### src/include/amu_config.svh
// AMU configuration macros for data width, memory size, monitor depth and opcodes
`ifndef AMU_CONFIG_SVH
`define AMU_CONFIG_SVH

// ~~~~~~~~~~~~~~~~~~~~
// Widths and sizes
// ~~~~~~~~~~~~~~~~~~~~
`define AMU_XLEN      32   // Data and address width
`define AMU_MEM_WORDS 256  // Words in the local memory
`define AMU_RES_DEPTH 4    // Reservation stack entries (power of two)

// ~~~~~~~~~~~~~~~~~~~~
// Operation codes
// ~~~~~~~~~~~~~~~~~~~~
`define AMU_OP_LD 2'd0  // Plain load
`define AMU_OP_ST 2'd1  // Plain store
`define AMU_OP_LR 2'd2  // Load-reserved
`define AMU_OP_SC 2'd3  // Store-conditional

// All accesses are aligned words, so the two low address bits are dropped

`endif

### src/design/amu_pkg.sv
// AMU package with vector types for words, indices, opcodes and controller state
`default_nettype none
`include "amu_config.svh"

package amu_pkg;

	// ~~~~~~~~~~~~~~~~~~~~
	// Datapath vectors
	// ~~~~~~~~~~~~~~~~~~~~
	typedef logic [`AMU_XLEN-1:0] word_t;                 // Data or address word
	typedef logic [$clog2(`AMU_MEM_WORDS)-1:0] widx_t;    // Word index into memory

	// Request operation, encoded as the AMU_OP_* macros
	typedef logic [1:0] amu_op_t;

	// ~~~~~~~~~~~~~~~~~~~~
	// Controller FSM
	// ~~~~~~~~~~~~~~~~~~~~
	typedef enum logic [1:0] {
		IDLE   = 2'd0,  // Waiting for a request
		ACCESS = 2'd1,  // Memory and monitor busy for one cycle
		RESP   = 2'd2   // Response offered to the core
	} ctrl_state_t;

endpackage : amu_pkg

`default_nettype wire

### src/design/amu_ctrl.sv
// AMU controller that accepts requests, drives memory and monitor and holds the response
`timescale 1ns/1ps
`default_nettype none
`include "amu_config.svh"

module amu_ctrl (
	input  wire                   clk,
	input  wire                   rst_n,
	// Request channel
	input  wire                   req_valid,
	output logic                  req_ready,
	input  wire amu_pkg::amu_op_t req_op,
	input  wire amu_pkg::word_t   req_addr,
	input  wire amu_pkg::word_t   req_wdata,
	// Response channel
	output logic                  resp_valid,
	input  wire                   resp_ready,
	output amu_pkg::word_t        resp_data,
	// Memory side
	output logic                  ram_en,
	output logic                  ram_we,
	output amu_pkg::widx_t        ram_idx,
	output amu_pkg::word_t        ram_wdata,
	input  wire amu_pkg::word_t   ram_rdata,
	// Monitor side
	output logic                  mon_update,
	output logic                  mon_lr,
	output logic                  mon_sc,
	output logic                  mon_wr,
	output amu_pkg::word_t        mon_addr,
	input  wire                   mon_success
);

	import amu_pkg::*;

	localparam int IDX_W = $clog2(`AMU_MEM_WORDS);

	ctrl_state_t state;
	ctrl_state_t state_next;
	amu_op_t     op_q;
	word_t       addr_q;
	word_t       wdata_q;
	logic        sc_fail_q;  // Outcome of the last SC
	logic        is_st;
	logic        in_access;

	// ~~~~~~~~~~~~~~~~~~~~
	// State machine
	// ~~~~~~~~~~~~~~~~~~~~
	always_comb begin
		state_next = state;
		case (state)
			IDLE:    if (req_valid) state_next = ACCESS;
			ACCESS:  state_next = RESP;   // Single cycle
			RESP:    if (resp_ready) state_next = IDLE;
			default: state_next = IDLE;
		endcase
	end

	always_ff @(posedge clk or negedge rst_n) begin
		if (!rst_n) begin
			state <= IDLE;
		end else begin
			state <= state_next;
		end
	end

	// Request payload, loaded on the accept edge
	always_ff @(posedge clk) begin
		if (req_valid && req_ready) begin
			op_q    <= req_op;
			addr_q  <= req_addr;
			wdata_q <= req_wdata;
		end
		if (in_access && mon_sc) begin
			sc_fail_q <= ~mon_success;
		end
	end

	// ~~~~~~~~~~~~~~~~~~~~
	// Memory and monitor
	// ~~~~~~~~~~~~~~~~~~~~
	always_comb begin
		in_access  = state == ACCESS;
		is_st      = op_q == `AMU_OP_ST;
		mon_lr     = op_q == `AMU_OP_LR;
		mon_sc     = op_q == `AMU_OP_SC;
		mon_update = in_access;
		mon_addr   = addr_q;
		ram_en     = in_access;
		ram_we     = in_access & (is_st | (mon_sc & mon_success));  // SC gated by monitor
		mon_wr     = ram_we;     // A successful SC counts as a local write
		ram_idx    = addr_q[IDX_W+1:2];
		ram_wdata  = wdata_q;
	end

	// Response is stable in RESP since memory and op are idle
	always_comb begin
		req_ready  = state == IDLE;
		resp_valid = state == RESP;
		case (op_q)
			`AMU_OP_ST: resp_data = '0;
			`AMU_OP_SC: resp_data = word_t'(sc_fail_q);  // 0 on success and 1 on failure
			default:    resp_data = ram_rdata;           // LD and LR
		endcase
	end

endmodule : amu_ctrl

`default_nettype wire

### config.mk
export PLATFORM = sky130hd
export DESIGN_NAME = amu_ctrl
export DESIGN_NICKNAME = d
export VERILOG_FILES = /design/src/design/amu_pkg.sv /design/src/design/amu_ctrl.sv
export VERILOG_INCLUDE_DIRS = /design/src /design/src/include
export SDC_FILE = /design/constraint.sdc
export NUM_CORES = 1
export LEC_CHECK = 0
export ABC_AREA = 0
export ABC_CLOCK_PERIOD_IN_PS = 3030
export BUFFER_PORTS_ARGS = -buffer_cell sky130_fd_sc_hd__buf_2
export CORE_UTILIZATION = 37
export DETAILED_ROUTE_END_ITERATION = 8
export PLACE_DENSITY = 0.75
export REMOVE_ABC_BUFFERS = 1
export SYNTH_ARGS = -nofsm -noshare
export SYNTH_HDL_FRONTEND = slang
export SYNTH_SLANG_ARGS = --single-unit
### constraint.sdc
create_clock -name clk -period 3.03 [get_ports clk]
set_input_delay 0.606 -clock clk [delete_from_list [all_inputs] [get_ports clk]]
set_output_delay 0.606 -clock clk [all_outputs]
set_load 0.02 [all_outputs]
# Yosys cells after proc, flatten, opt, wreduce, memory -nomap -nowiden
# Cells that the tools add are included.
# totals
reg_bits	69
inputBits	103
out_inout_bits	112
elab_cells	24
# classes
eq_ne	7
mux	4
bitwise_logic	4
reduce_logical	4
# op_table
op	n
one-hot mux 32 bit (2 select lines)	1
equality test 2 bit (second input constant)	3
one-hot mux 2 bit (3 select lines)	1
equality test 2 x 1 -> 1 bit (second input constant)	2
2-to-1 mux 2 bit	2
AND 1 bit	2
logical AND 1 bit	2
logical NOT 2 bit	1
!= test 2 x 1 -> 1 bit (second input constant)	1
!= test 2 bit (second input constant)	1
AND reduction 2 bit	1
NOT 1 bit	1
bitwise OR 1 bit	1

# Longest topological paths before layout
# depth
word_depth	4
depth_mapped	4
ltp_nobuf	2

# Least setup slack after synthesis
# OpenSTA, ideal clock, no wires.
# synth_path
kind	flip-flop to flip-flop
startpoint	register state[0]
endpoint	register addr_q[0] (netlist: mon_addr[0]) (enable)
setup_ns	0.431
arrival_time_ns	2.368
required_time_ns	2.599
setup_slack_ns	0.231
stages_incl_launch_ff	3
path_buffers	0
period_less_slack_ns	2.799
cell_sequence	dfrtp_1 nor2_1 and2_1
# synth_via
elab_chain_cells	2
# synth_rtl
item	line_no	text
start, declared	amu_ctrl.sv:38	ctrl_state_t state;
start signal, assigned	amu_ctrl.sv:64	state <= state_next;
logical NOT 2 bit	amu_ctrl.sv:99	req_ready = state == IDLE;
named net req_ready	amu_ctrl.sv:11	output logic req_ready,
logical AND 1 bit	amu_ctrl.sv:70	if (req_valid && req_ready) begin
end signal, assigned	amu_ctrl.sv:72	addr_q <= req_addr;
end, declared	amu_ctrl.sv:41	word_t addr_q;
# The timed path passes the listed nets, and every way through them passes these cells.
# A chain may end at the register's enable or synchronous reset.

# Worst setup path after layout
# layout_path
startpoint	register op_q[0]
endpoint	output resp_data[28]
# layout_via
elab_chain_cells	2
elab_cells_between_ends	3
cone_classes	2 x eq/ne; 1 x mux
# layout_rtl
item	line_no	text
start, declared	amu_ctrl.sv:40	amu_op_t op_q;
start signal, assigned	amu_ctrl.sv:71	op_q <= req_op;
equality test 2 bit or equality test 2 x 1 -> 1 bit (tied branches)	amu_ctrl.sv:101	case (op_q)
one-hot mux 32 bit (2 select lines) *	amu_ctrl.sv:101	
end, declared	amu_ctrl.sv:18	output amu_pkg::word_t resp_data,
# Every way passes the cells marked *; elsewhere a longest branch is shown, timed or not.

==> metrics list <==
- Run status: finished, final reports clean
* Slowest cell on crit path: sky130_fd_sc_hd__edfxtp_1
- Power consumption: 0.002938 W
- Total vias in the final route: 1894
- For this run, the number of Yosys warnings is 0.
- After synthesis, flip-flops and latches occupy 84.25% of the total area.
- Start of the worst register-to-register path: state[0]
- The first global-routing pass estimated slightly above 10 mm of wire.
* Floorplan core area: 6350 um^2
* Num Clock Sinks: just under 70
- Depth of the CTS H-tree: 3
* WP data arrival: between 1.5 and 2 ns
- Wires add up to 6.762 mm.
- For this run, the slowest stage of the critical path takes ~0.8 ns.
* Vias per cell: approximately 4.5
* Cell Area, Placed: 3542 um^2
- Cell at the root of the clock tree: sky130_fd_sc_hd__clkbuf_8
* Total Neg Setup Slack: 0 ns
- CTS hold repair buffers: 0
- Slew @ Worst Pin: 0.6941 ns
- Buffers inserted during clock tree synthesis total 9.
- Antenna Cells: 0
- The floorplan step defined a die boundary enclosing ~7000 um^2.
- Total number of nets in the final design: 446
- Fin Hold WS: 0.05198 ns
- Following the worst setup path forward leads to its endpoint at resp_data[28].
* Buffers added on ports: 214
- The initial antenna violation count came to 0.
- The die is approximately 83 um tall.
- Sort of element at the end of the critical path: output pin
* Max Freq: roughly 0.42 GHz
- Worst slew margin: 53.73%
- Crit Path Class: flip-flop to output pin
- Post-detailed-route DRC marker count: 0
- Routed length per instance: 15.91 um
- Final Core Density: 58.80%
- Dividing the synthesized area by the synthesized cell count gives roughly 19 um^2.
* Clock-pin slew on the worst setup and hold paths: 0.07 ns
* Top library cells by usage in the layout, fill and taps aside: 214 x sky130_fd_sc_hd__buf_2, 67 x sky130_fd_sc_hd__edfxtp_1, 31 x sky130_fd_sc_hd__nor2b_1
* Final-report max-slew violation count: 0
* CP Data Required Time: 2.42 ns
- Number of global-route vias before repair: 1973
- Area added between synthesis and finish: 52.56%
- For this design the static power due to leakage is 1.771 nW.
* Pwr per Cell Area: 786.8 nW/um^2
* Setup repair after global routing missed its margin: false
* Insertion delay of the later-clocked pin in the worst-skew pair: 0.33 ns
- Minimum clock period: between 2 and 2.5 ns
- The final critical path takes up about 78% of the cycle.
- The endpoint identified for the worst register-to-register timing path is mon_addr[25].
- Number of synthesized register bits: 69
* Global-route congestion overflow total: 0
- STA classifies the critical path startpoint as a flip-flop.
* Iteration count of the initial detailed-routing pass: 4
- The number of gates resized after CTS was 0.
* Post-CTS setup-driven buffer insertion count: 0
- Remaining antenna violation count: 0
- The hold violation count in the final report is 0.
- Synthesis produced roughly 130 cells.
- Global-route total usage across every layer: 20.10%
* Post-synthesis cell type count: 15
- In this run the worst path has a maximum fanout of 25.
- The initial utilization of the core area, before any placement, comes to 38.54%.
- The min-delay analysis places its worst path in the category input port to asynchronous set/reset pin.
- The floorplan step set the die width to about 83 um.
- After the first detailed-routing iteration, the DRC count stood at 64.
- Critical path startpoint: op_q[0]
- Summed over all nets, the half-perimeter wirelength after detailed placement is 5.331 mm.
- Clock tree from TritonCTS: done
- After floorplanning, the core was divided into 29 placement rows.
- The library cell used most frequently in the layout, excluding fill and tap cells, is sky130_fd_sc_hd__buf_2.
* Final instance area: approximately 3700 um^2
- At the end of routability-driven placement, the weighted congestion stood at 0.8077.
- Max-cap violations in this run came to 0.
- R2R setup slack: 1.49 ns
* Worst clock skew on the final layout: 0.006768 ns
- Final setup vio count: 0
- Fraction of final layout cells sized beyond drive strength 1: 67.24%
- Entering global routing, the biggest net connects 36 pins.
- The worst register-to-register path has a depth of 3.
- Series of cell instances along the critical path: buf_4 > and2b_1 > buf_2
- Max Root-Sink Buffers: 2
* Top-level port count: ~220
- Counting the fill cells in the layout gives 530.
* Syn Std Cell Area: approximately 2400 um^2
* Largest vdd supply drop: 494.1 uV
## registers in the layout, summed over array words and instances, names as in the netlist
register   flops
mon_addr      32
op_q           2
ram_wdata     32
sc_fail_q      1
state          2
## worst min path at each step
stage               end   from  depth (start not counted)  slack (ns)
4_1_cts        state[0]  rst_n                          1        0.02
2_1_floorplan  state[0]  rst_n                          0        0.31
3_5_place_dp   state[1]  rst_n                          1        0.40
3_3_place_gp   state[1]  rst_n                          1        0.39
6_report       state[0]  rst_n                          1        0.05
5_1_grt        state[0]  rst_n                          1        0.03
## routing by layer
layer / GRT usage [%] / vias to the layer above / routed length [um] / share of wire, %
met2: 36.44 / 140 / 3578 / 53
met1: 18.72 / 859 / 2216 / 33
met5: 0 / - / 0 / 0
met3: 9.841 / 17 / 763 / 11
li1: - / 878 / - / -
met4: 9.248 / 0 / 204 / 3.0
## area by class of cell
class | instances | area (um^2) | area share [%]
flip-flops and latches | 69 | 2062 | 55.23
clock buffers | 10 | 127.6 | 3.418
well taps | 77 | 96.34 | 2.580
inverters | 3 | 11.26 | 0.3016
multi-input cells | 43 | 279.0 | 7.473
clock inverters | 6 | 63.81 | 1.709
repair buffers | 217 | 1094 | 29.29
## cell usage after synthesis
cell type	number	area, um^2
sky130_fd_sc_hd__edfxtp_1	67	2012
sky130_fd_sc_hd__nor2b_1	31	193.9
sky130_fd_sc_hd__buf_4	10	75.07
sky130_fd_sc_hd__and2_1	3	18.77
sky130_fd_sc_hd__and2b_1	3	22.52
sky130_fd_sc_hd__inv_1	3	11.26
sky130_fd_sc_hd__buf_2	2	10.01
sky130_fd_sc_hd__dfrtp_1	2	50.05
sky130_fd_sc_hd__a21o_1	1	7.510
sky130_fd_sc_hd__a21oi_2	1	8.760
sky130_fd_sc_hd__a22o_1	1	8.760
sky130_fd_sc_hd__and3_1	1	6.260
sky130_fd_sc_hd__buf_6	1	11.26
sky130_fd_sc_hd__nand3b_1	1	7.510
sky130_fd_sc_hd__nor2_1	1	3.750
## cell families (layout without fill, tap and decap cells)
family                 Yosys count  count (layout)  share of synthesized area, %
DFF                             69              69                         84.25
and+or+nand+nor                 40              40                         10.33
buffers and inverters           16             236                         4.397
AOI/OAI and AO/OA                3               3                         1.023
## where the power goes
| part | internal (W) | switching (W) | total (W) |
|---|---|---|---|
| logic | 0.000270 | 0.000595 | 0.000865 |
| clock network | 0.000378 | 0.000332 | 0.000711 |
| registers | 0.00129 | 0.0000702 | 0.00136 |
## critical path: cells and delay by family, from the launching register on
kind                   cells  cell delay, ns
buffers and inverters      2            0.44
DFF                        1            0.80
and+or+nand+nor            1            0.19
## metrics by stage
step / cells / worst slack [ns]
after detailed placement: 409 / 1.031
after global placement: 409 / 1.062
after CTS: 425 / 0.6501
after floorplan: 115 / 0.2307
final: 425 / 0.6699
after global routing: 425 / 0.5248
(Power assumes the default switching activity.)
