File: config.mk
export PLATFORM = sky130hd
export DESIGN_NAME = reservation_stack
export DESIGN_NICKNAME = d
export VERILOG_FILES = /design/src/design/amu_pkg.sv /design/src/design/reservation_stack.sv
export VERILOG_INCLUDE_DIRS = /design/src /design/src/include
export SDC_FILE = /design/constraint.sdc
export NUM_CORES = 1
export LEC_CHECK = 0
export ABC_AREA = 1
export BUFFER_PORTS_ARGS = -buffer_cell sky130_fd_sc_hd__buf_2
export CAP_MARGIN = 40
export CORE_ASPECT_RATIO = 0.7
export CORE_MARGIN = 10
export CORE_UTILIZATION = 48
export CTS_CLUSTER_SIZE = 40
export DETAILED_ROUTE_END_ITERATION = 6
export GPL_ROUTABILITY_DRIVEN = 0
export PLACE_DENSITY_LB_ADDON = 0.3
export SLEW_MARGIN = 20
export SYNTH_ARGS = -nofsm -noshare
export SYNTH_HDL_FRONTEND = slang
export SYNTH_SLANG_ARGS = --single-unit
File: constraint.sdc
create_clock -name clk -period 2.1 [get_ports clk]
set_input_delay 0.42 -clock clk [delete_from_list [all_inputs] [get_ports clk]]
set_output_delay 0.42 -clock clk [all_outputs]
set_load 0.005 [all_outputs]
File: src/include/amu_config.svh
// AMU configuration macros for data width, memory size, monitor depth and opcodes
`ifndef AMU_CONFIG_SVH
`define AMU_CONFIG_SVH

// ~~~~~~~~~~~~~~~~~~~~
// Widths and sizes
// ~~~~~~~~~~~~~~~~~~~~
`define AMU_XLEN      32   // Data and address width
`define AMU_MEM_WORDS 256  // Words in the local memory
`define AMU_RES_DEPTH 4    // Reservation stack entries (power of two)

// ~~~~~~~~~~~~~~~~~~~~
// Operation codes
// ~~~~~~~~~~~~~~~~~~~~
`define AMU_OP_LD 2'd0  // Plain load
`define AMU_OP_ST 2'd1  // Plain store
`define AMU_OP_LR 2'd2  // Load-reserved
`define AMU_OP_SC 2'd3  // Store-conditional

// All accesses are aligned words, so the two low address bits are dropped

`endif

File: src/design/amu_pkg.sv
// AMU package with vector types for words, indices, opcodes and controller state
`default_nettype none
`include "amu_config.svh"

package amu_pkg;

	// ~~~~~~~~~~~~~~~~~~~~
	// Datapath vectors
	// ~~~~~~~~~~~~~~~~~~~~
	typedef logic [`AMU_XLEN-1:0] word_t;                 // Data or address word
	typedef logic [$clog2(`AMU_MEM_WORDS)-1:0] widx_t;    // Word index into memory

	// Request operation, encoded as the AMU_OP_* macros
	typedef logic [1:0] amu_op_t;

	// ~~~~~~~~~~~~~~~~~~~~
	// Controller FSM
	// ~~~~~~~~~~~~~~~~~~~~
	typedef enum logic [1:0] {
		IDLE   = 2'd0,  // Waiting for a request
		ACCESS = 2'd1,  // Memory and monitor busy for one cycle
		RESP   = 2'd2   // Response offered to the core
	} ctrl_state_t;

endpackage : amu_pkg

`default_nettype wire

File: src/design/reservation_stack.sv
// Exclusive monitor keeping a stack of LR reservations and judging SC success
`timescale 1ns/1ps
`default_nettype none
`include "amu_config.svh"

module reservation_stack (
	input  wire               clk,
	input  wire               rst_n,
	input  wire               update,       // One-cycle pulse per request
	input  wire               lr,
	input  wire               sc,
	input  wire               wr,           // Local write including a successful SC
	input  wire amu_pkg::word_t addr,
	input  wire               snoop_valid,  // Write by another hart
	input  wire amu_pkg::word_t snoop_addr,
	output logic              success
);

	import amu_pkg::*;

	typedef logic [$clog2(`AMU_RES_DEPTH)-1:0] rptr_t;

	word_t                   ent_addr [`AMU_RES_DEPTH];
	logic [`AMU_RES_DEPTH-1:0] ent_valid;
	rptr_t                   ptr;        // Newest entry
	rptr_t                   push_slot;
	word_t                   top_addr;
	logic                    top_valid;
	logic                    push;
	logic                    pop;
	logic                    local_hit;
	logic                    snoop_hit;
	logic                    clear_top;

	// ~~~~~~~~~~~~~~~~~~~~
	// Top-of-stack compare
	// ~~~~~~~~~~~~~~~~~~~~
	always_comb begin
		top_addr  = ent_addr[ptr];
		top_valid = ent_valid[ptr];
		push      = update & lr;
		pop       = update & sc;
		push_slot = ptr + rptr_t'(1);
		// Byte offset ignored in the word compare
		local_hit = addr[`AMU_XLEN-1:2] == top_addr[`AMU_XLEN-1:2];
		snoop_hit = snoop_addr[`AMU_XLEN-1:2] == top_addr[`AMU_XLEN-1:2];
		clear_top = (update & wr & local_hit) | (snoop_valid & snoop_hit);
		success   = sc & local_hit & top_valid;
	end

	// Pointer wraps freely without an overflow check
	always_ff @(posedge clk or negedge rst_n) begin
		if (!rst_n) begin
			ptr <= '1;  // Empty stack sits at the last entry
		end else if (push) begin
			ptr <= push_slot;
		end else if (pop) begin
			ptr <= ptr - rptr_t'(1);
		end
	end

	// ~~~~~~~~~~~~~~~~~~~~
	// Entry storage
	// ~~~~~~~~~~~~~~~~~~~~
	always_ff @(posedge clk or negedge rst_n) begin
		if (!rst_n) begin
			for (int i = 0; i < `AMU_RES_DEPTH; i++) begin
				ent_addr[i]  <= '0;
				ent_valid[i] <= 1'b0;
			end
		end else begin
			for (int i = 0; i < `AMU_RES_DEPTH; i++) begin
				if (push && rptr_t'(i) == push_slot) begin
					ent_addr[i]  <= addr;
					ent_valid[i] <= 1'b1;
				end else if (clear_top && rptr_t'(i) == ptr) begin
					ent_valid[i] <= 1'b0;  // Reserved word was written
				end
			end
		end
	end

endmodule : reservation_stack

`default_nettype wire

== Word-level counts from Yosys, hierarchy flattened ==
Cells that the tools add are included.
Operators by class
  div/mod/pow operators: 0
  reductions and logical operators: 15
  add/sub/neg operators: 2
  multipliers: 0
  shifts and indexed selects: 0
  multiplexer cells: 15
  equality and inequality tests: 8
  magnitude comparators: 2
  bitwise logic cells: 9
Operators by type and width (number)
  binary-select mux 32 bit (select 2 bit): 1
  2-to-1 mux 32 bit: 2
  equality test 30 bit: 2
  nonzero test 2 bit: 5
  2-to-1 mux 1 bit: 9
  equality test 2 bit (first input constant): 4
  logical AND 1 bit: 8
  AND 1 bit: 7
  equality test 1 x 2 -> 1 bit (first input constant): 2
  logical NOT 2 bit: 2
  2-to-1 mux 2 bit: 2
  >= comparator 3 bit (second input constant): 1
  less-than comparator 2 x 3 -> 1 bit (second input constant): 1
  NOT 2 -> 3 bit: 1
  adder 2 x 1 -> 2 bit (second input constant): 1
  binary-select mux 1 bit (select 2 bit): 1
  subtractor 2 x 1 -> 2 bit (second input constant): 1
  bitwise OR 1 bit: 1
Storage, ports and cells
  flip-flop bits (word level): 134
  RAM bits: 0
  input bits: 71
  output and inout port bits: 1
  bits in latches: 0
  logic and storage cells: 60
  memory bits (read-only): 0
  memories kept: 0

== Logic depth before layout (Yosys ltp) ==
Gate-level depths: netlist (run 1).
  depth in word-level cells: 10
  mapped depth: 18
  mapped depth without buffers: 16

== Least setup slack after synthesis (run 1) ==
Ideal clock, no wire load.
  path type: register to output
  from: register ptr[0]
  to: output port success
  path slack: 67 ps
  stages on the path, launching flop included: 15
  required time: 1680 ps
  data arrival time: 1613 ps
  buffers on the path: 2
  path through: dfstp_2 > buf_6 > inv_6 > buf_6 > nand2_1 > nand3_1 > nand2_1 > nand2_1 > nand2_1 > nand2_1 > nor2_1 > nand2_1 > nor2_2 > nand2_1 > nor2_1
On the way
  cells in the longest elaborated chain, start to end: 7
  elaborated cells between the ends (all ways): 9
  those cells by class: 1 x eq/ne; 5 x mux; 3 x bitwise
Ends and longest elaborated chain
  start: declaration: RTL line reservation_stack.sv:25  | rptr_t ptr;
  start signal: assignment: RTL line reservation_stack.sv:56  | ptr <= push_slot;
  start signal: assignment: RTL line reservation_stack.sv:58  | ptr <= ptr - rptr_t'(1);
  NOT 2 -> 3 bit (not written as such): RTL line reservation_stack.sv:39  | top_addr = ent_addr[ptr];
  binary-select mux 32 bit (select 2 bit): RTL line reservation_stack.sv:39
  2-to-1 mux 32 bit (not written as such) (2 in series): RTL line reservation_stack.sv:39
  equality test 30 bit: RTL line reservation_stack.sv:45  | local_hit = addr[`AMU_XLEN-1:2] == top_addr[`AMU_XLEN-1:2];
  AND 1 bit: RTL line reservation_stack.sv:48  | success = sc & local_hit & top_valid;
  AND 1 bit (*): RTL line reservation_stack.sv:48
  end: declaration: RTL line reservation_stack.sv:16  | output logic success
Mark *: on every way between the ends. The rest lies on a longest branch, timed or not. The select of a mux whose other input is x is not followed.

== Final worst setup path (run 1) ==
Same ends and word-level chain as after synthesis.

==> impl_metrics.csv, run 1 <==
group,metric,value,unit
worst_setup_path,critPathArrivalTime,2.48,ns
cts,cts_htree_levels,4,
cts,cts.clk_slew.worst_paths,0.06,ns
cts,cts_buffers,17,
sta,slew_headroom,65.4,%
global_routing,grt_max_degree,63,
synth,ys_seq_area_share,46.6,%
routing,num_vias,6737,
synth,netlist_top_cells_area,"dfrtp_1, nand2_1, o21ai_0, nand3_1, inv_1",
floorplanning,io_pins,72,
sta,setup_ws,-0.795,ns
outcome,status,"finished, violations left",
floorplanning,fp.coreArea,0.0139,sq mm
sta,final.min_clock_period,2.90,ns
placement,port_buffers,67,
worst_setup_path,critPathKind,"reg2out",
routing,post-route-drc-count,0,
power_and_ir_drop,p_int,0.00928,W
cts,numClockSinks,126,
sta,finalHoldViolCount,0,
synth,synth_cell_types,26,
power_and_ir_drop,ir_worst_vdd,810,uV
cells_and_area,antennaDiodeCount,0,
power_and_ir_drop,p_leak,4.70,nW
power_and_ir_drop,power.share.switching,40.7,%
floorplanning,floorplan.initialDensity,48.8,%
cells_and_area,nets,1143,
cells_and_area,fin_area,0.00915,sq mm
synth,synthesis.nets,1002,
floorplanning,fp.dieArea,0.0193,sq mm
power_and_ir_drop,power_switching,0.00638,W
routing,finalWirelength,21400,um
worst_setup_path,cpMaxStageDelayCell,"dfstp_2",
global_routing,grt_pass1_vias,6295,
floorplanning,row_count,36,
sta,fin_hold_ws,0.317,ns
cts,insertion_delay,0.42,ns
cells_and_area,ff_latch_area,0.00316,sq mm
power_and_ir_drop,pwr-share-comb,52.7,%
power_and_ir_drop,p_clk_share,20.5,%
worst_setup_path,critPathMaxStageDelay,0.57,ns
synth,yosysWarnings,0,
placement,post-dp-hpwl,12800,um
worst_setup_path,endpoint_kind,"output pin",
sta,finalCritPeriodShare,138,%
sta,max_freq,345,MHz
cells_and_area,utilization,65.9,%
synth,post-synth-top-count-cell,"nand2_1",
global_routing,grt_overflow,0,
routing,firstDrtPassIters,7,
floorplanning,fp.dieH,119,um
cells_and_area,multi_input_area,0.00349,sq mm
power_and_ir_drop,pwr-share-seq,26.8,%
sta,drv_slew,0,
cts,cts.path.max_buffers,2,
synth,synth_flop_cell,"dfrtp_1",
worst_setup_path,crit_fanout,31,
synth,synth_area_leader_cell,"dfrtp_1",
synth,async_flop_share,100,%
routing,ant_nets,0,
cts,cts_root_buf,"clkbuf_16",
cells_and_area,fillers,1161,
flow_run,maxCapViolations,0,
synth,netlist_instances,925,
global_routing,grt_pass1_wl,31600,um
cells_and_area,drive_gt1_share,27.8,%
cts,cts_tree,"yes",
synth,synth_commonest_cells,"nand2_1, dfrtp_1, o21ai_0",
worst_setup_path,required,1.68,ns
worst_setup_path,crit_path_start_kind,"flop",
global_routing,antenna_found_initial,0,
worst_setup_path,cp_common_cell,"nand2_1",
power_and_ir_drop,powerDensity,1710,mW/mm^2
synth,avgSynthCellArea,7.32,sq um
worst_setup_path,crit_chain,"buf_12 -> buf_12 -> inv_8 -> nand2_1 -> nand3_1 -> nand2_1 -> nand2_1 -> nand2_1 -> nand2_1 -> nor2_2 -> nand2_2 -> nor2_4 -> nand2_2 -> nor2_1 -> buf_2",
synth,synth_top_cell_area_share,45.8,%
placement,post-place-ws,-0.328,ns
sta,tns,-2.07,ns
routing,viasPerCell,5.31,
sta,finalSetupViolCount,6,
placement,dpl_cell_area,0.00775,sq mm
global_routing,grt_usage,20.3,%
outcome,violations,"negative setup slack",
min_path,hp-class,"in2reg",
cells_and_area,area_growth_syn_to_layout,35.1,%
sta,worst_pin_slew,0.519,ns
synth,synth_seq_cells,126,
sta,skew,0.00824,ns
synth,synth_edf_count,0,
routing,drt_iter0_markers,556,
sta,rsz0062_at_grt,"yes",
routing,wl_per_cell,16.9,um
synth,synthesis.area,0.00677,sq mm
floorplanning,die_width,162,um
## critical path: cells and delay by family, from the launching register on
family	cells	cell delay [ns]
buffers and inverters	4	0.46
DFF	1	0.57
and+or+nand+nor	11	1.02
## final timing paths
path                              startpoint            to  slack (ns)  cells past startpoint
worst max-delay path                  ptr[0]       success       -0.80                     15
max in group asynchronous              rst_n        ptr[1]        0.91                      3
min in group asynchronous              rst_n  ent_addr[43]        0.52                      2
worst max register to register        ptr[0]  ent_valid[2]       -0.34                     19
worst min register to register  ent_valid[1]  ent_valid[1]        0.47                      2
worst min-delay path                      lr        ptr[1]        0.32                      3
## cells in the final DEF, fill, tap and decap left out, types with 5 or more instances in the layout
master / netlist / routed
nand2_2: 1 / 41
buf_12: 0 / 13
clkbuf_16: 0 / 19
buf_6: 7 / 9
o21ai_0: 124 / 124
buf_4: 9 / 67
inv_1: 51 / 51
nor2_1: 23 / 12
nand3b_1: 13 / 13
buf_2: 4 / 66
nand2_1: 409 / 365
ha_1: 6 / 5
nand3_2: 14 / 34
nand3_1: 95 / 71
dfrtp_1: 124 / 124
nor2_2: 2 / 10
## layer usage
| layer | global-route usage, % | vias up | share of wire (%) |
|---|---|---|---|
| met5 | 0 | - | 0 |
| met4 | 6.24 | 0 | 2.0 |
| met3 | 5.06 | 40 | 8.0 |
| met2 | 30.7 | 269 | 46 |
| met1 | 27.9 | 3179 | 44 |
| li1 | - | 3249 | - |
## final cells by class
type / count / share of cell area (%)
clock buffer: 19 / 4.95
clock inverter: 13 / 2.05
inverter: 53 / 2.46
multi-input combinational: 702 / 38.1
sequential: 126 / 34.5
tap: 190 / 2.60
timing repair buffer: 163 / 15.0
timing repair inverter: 3 / 0.369
## through the flow
stage	instances	total power, W
3_3_place_gp	1211	0.0104
4_1_cts	1252	0.0143
3_5_place_dp	1211	0.0105
6_report	1269	0.0157
2_1_floorplan	925	0.00813
5_1_grt	1269	0.0167
## cells by family after synthesis
logic type                 count (synthesis)  synth area share [%]
buffers and inverters                     97                  6.80
xor gates and xnor gates                   5                 0.647
DFF                                      126                  46.6
adders and majority gates                  6                  1.11
and+or+nand+nor                          565                  35.5
AOI/OAI and AO/OA                        126                  9.33
## state kept, by name, indices dropped and copies added (netlist names)
register	count
ptr	2
ent_addr	120
ent_valid	4
## power groups by stage
| stage | Clock, W | Combinational [W] | Sequential, W |
|---|---|---|---|
| 2_1_floorplan | 0 | 0.00411 | 0.00402 |
| 3_3_place_gp | 0 | 0.00620 | 0.00415 |
| 3_5_place_dp | 0 | 0.00637 | 0.00417 |
| 4_1_cts | 0.00320 | 0.00694 | 0.00414 |
| 5_1_grt | 0.00335 | 0.00907 | 0.00433 |
| 6_report | 0.00320 | 0.00825 | 0.00420 |
## repair_timing
item | in CTS | in global routing
hold endpoints to repair | 30 | 0
buffers inserted | 6 | 13
setup endpoints to repair | 5 | 5
gates resized for setup | 22 | 95
hold buffers | 1 | 0
pin swaps | 11 | 42
gates cloned | 2 | 5
Power figures use the tool's default switching activity.
==> run 2: changes to the inputs <==
- CORE_UTILIZATION: 48 -> 52
==> run 2 against run 1 <==
  * The flow still finishes with violations (negative setup slack)
  * Combinational power down 6.4%
  * Sequential share of layout area increased by 1.1 points
  * Die area is 6.6% lower
  * Register-to-register slack got worse by 0.36 ns
  * Clock skew increased by 0.0045 ns
  * Largest power group unchanged
==> impl_metrics.csv, run 2 (synthesized netlist as in run 1, its figures left out) <==
group,metric,value,unit
outcome,status,"finished, violations left",
outcome,violations,"negative setup slack",
worst_setup_path,endpoint_kind,"output pin",
sta,max_freq,335,MHz
min_path,whs_endpoint,"ptr[1]",
cts,cts_buffers,17,
cells_and_area,multi_input_area,0.00335,sq mm
sta,rsz0062_at_grt,"yes",
sta,drv_slew,0,
power_and_ir_drop,power_switching,0.00602,W
worst_setup_path,r2r_end,"ent_valid[3]",
worst_setup_path,crit_path_start_kind,"flop",
cells_and_area,largest_register,"ent_addr",
floorplanning,fp.coreArea,0.0126,sq mm
cts,cts.path.max_buffers,2,
cells_and_area,top_regs,"ent_addr (120), ent_valid (4), ptr (2)",
floorplanning,fp.dieArea,0.0181,sq mm
power_and_ir_drop,p_int,0.00890,W
sta,skew,0.0127,ns
worst_setup_path,worstReg2RegStart,"ptr[0]",
worst_setup_path,critPathKind,"reg2out",
sta,slew_headroom,65.2,%
floorplanning,io_pins,72,
min_path,hp-class,"in2reg",
worst_setup_path,r2r_setup_slack,-0.70,ns
routing,finalWirelength,20100,um
global_routing,grt_overflow,0,
floorplanning,fp.dieH,115,um
cells_and_area,antennaDiodeCount,0,
floorplanning,row_count,34,
global_routing,grt_max_degree,52,
global_routing,grt_pass1_vias,6559,
worst_setup_path,r2r_cells,23,
global_routing,antenna_found_initial,0,
routing,firstDrtPassIters,5,
cells_and_area,fillers,1000,
worst_setup_path,critPathArrivalTime,2.56,ns
cts,cts_htree_levels,4,
cts,numClockSinks,126,
routing,viasPerCell,5.38,
worst_setup_path,required,1.68,ns
power_and_ir_drop,p_clk_share,20.3,%
power_and_ir_drop,pwr-share-seq,28.0,%
sta,fin_hold_ws,0.340,ns
sta,finalHoldViolCount,0,
cells_and_area,largest_reg_flops,120,
cts,insertion_delay,0.42,ns
power_and_ir_drop,pwr-share-comb,51.7,%
power_and_ir_drop,powerDensity,1680,mW/mm^2
cells_and_area,layout_common_cells,"nand2_1, o21ai_0, dfrtp_1, buf_4, nand3_1",
sta,setup_ws,-0.883,ns
cells_and_area,nets,1140,
routing,drt_iter0_markers,580,
floorplanning,floorplan.initialDensity,53.8,%
placement,post-dp-hpwl,12400,um
cells_and_area,area_growth_syn_to_layout,30.9,%
cells_and_area,drive_gt1_share,24.6,%
cts,cts_tree,"yes",
sta,final.min_clock_period,2.98,ns
routing,post-route-drc-count,0,
min_path,hold_depth,3,
cts,cts.clk_slew.worst_paths,0.06,ns
routing,wl_per_cell,16.3,um
sta,finalCritPeriodShare,142,%
cells_and_area,ff_latch_area,0.00316,sq mm
worst_setup_path,crit_fanout,7,
flow_run,maxCapViolations,0,
sta,finalSetupViolCount,5,
cells_and_area,layout_commonest_cell,"nand2_1",
power_and_ir_drop,ir_worst_vdd,849,uV
min_path,min-delay-start,"lr",
sta,worst_pin_slew,0.522,ns
cts,cts_root_buf,"clkbuf_16",
power_and_ir_drop,p_leak,4.62,nW
cells_and_area,utilization,70.4,%
power_and_ir_drop,power.share.switching,40.3,%
routing,ant_nets,0,
placement,port_buffers,67,
global_routing,grt_pass1_wl,32600,um
global_routing,grt_usage,22.8,%
floorplanning,die_width,156,um
routing,num_vias,6666,
## run 2: worst max-delay path by stage
stage                       from      end  slack [ns]  cells past startpoint
final                     ptr[0]  success       -0.88                     15
after global routing      ptr[0]  success       -0.97                     15
after global placement    ptr[0]  success       -0.35                     13
after CTS                 ptr[0]  success       -0.68                     14
after floorplan           ptr[0]  success        0.07                     14
after detailed placement  ptr[0]  success       -0.36                     13
## run 2: per-layer routing
metal | up-vias | track usage, % | part of all wire, %
met5 | - | 0 | 0
met4 | 0 | 8.21 | 1.9
met3 | 39 | 6.18 | 9.9
met2 | 289 | 36.3 | 46
met1 | 3081 | 29.5 | 43
li1 | 3257 | - | -
## run 2: per-stage QoR
step | std cells | total power, W | area (sq um) | setup slack [ns] | setup TNS [ns]
global route | 1238 | 0.0161 | 8860 | -0.973 | -4.45
finish | 1238 | 0.0149 | 8860 | -0.883 | -3.65
floorplan | 925 | 0.00813 | 6770 | 0.0673 | 0
detailed placement | 1181 | 0.0105 | 7730 | -0.359 | -1.37
global placement | 1181 | 0.0104 | 7730 | -0.351 | -1.28
CTS | 1234 | 0.0145 | 8740 | -0.676 | -3.09
## run 2: repair_timing
item | CTS | global route
gates resized for setup | 42 | 24
setup endpoints to repair | 5 | 5
hold buffers | 1 | 0
endpoints found under the hold margin | 5 | 0
setup buffers | 16 | 4
pin swaps | 18 | 21
cloned | 4 | 0
## run 2: layout make-up
type                       instances  area share [%]
timing repair buffer             161            14.7
inverter                          53            2.43
timing repair inverter             2           0.325
tap                              162            2.29
sequential                       126            35.6
clock inverter                    13            1.85
multi-input combinational        702            37.8
clock buffer                      19            5.00
## run 2: critical path, stage by stage (launching register included)
cell     delay, ns
dfstp_2       0.58
buf_12        0.18
buf_12        0.14
nand2_2       0.06
nand3_2       0.10
nand2_2       0.07
nand2_1       0.08
nand2_1       0.08
inv_1         0.06
nand2_1       0.06
nor2_2        0.14
nand2_1       0.09
nor2_2        0.16
nand2_1       0.09
nor2_1        0.10
buf_2         0.14
## run 2: power by group through the flow
stage	Clock [W]	Sequential [W]	Combinational (W)
2_1_floorplan	0	0.00402	0.00411
3_3_place_gp	0	0.00414	0.00624
3_5_place_dp	0	0.00416	0.00639
4_1_cts	0.00305	0.00415	0.00730
5_1_grt	0.00316	0.00433	0.00859
6_report	0.00303	0.00417	0.00772
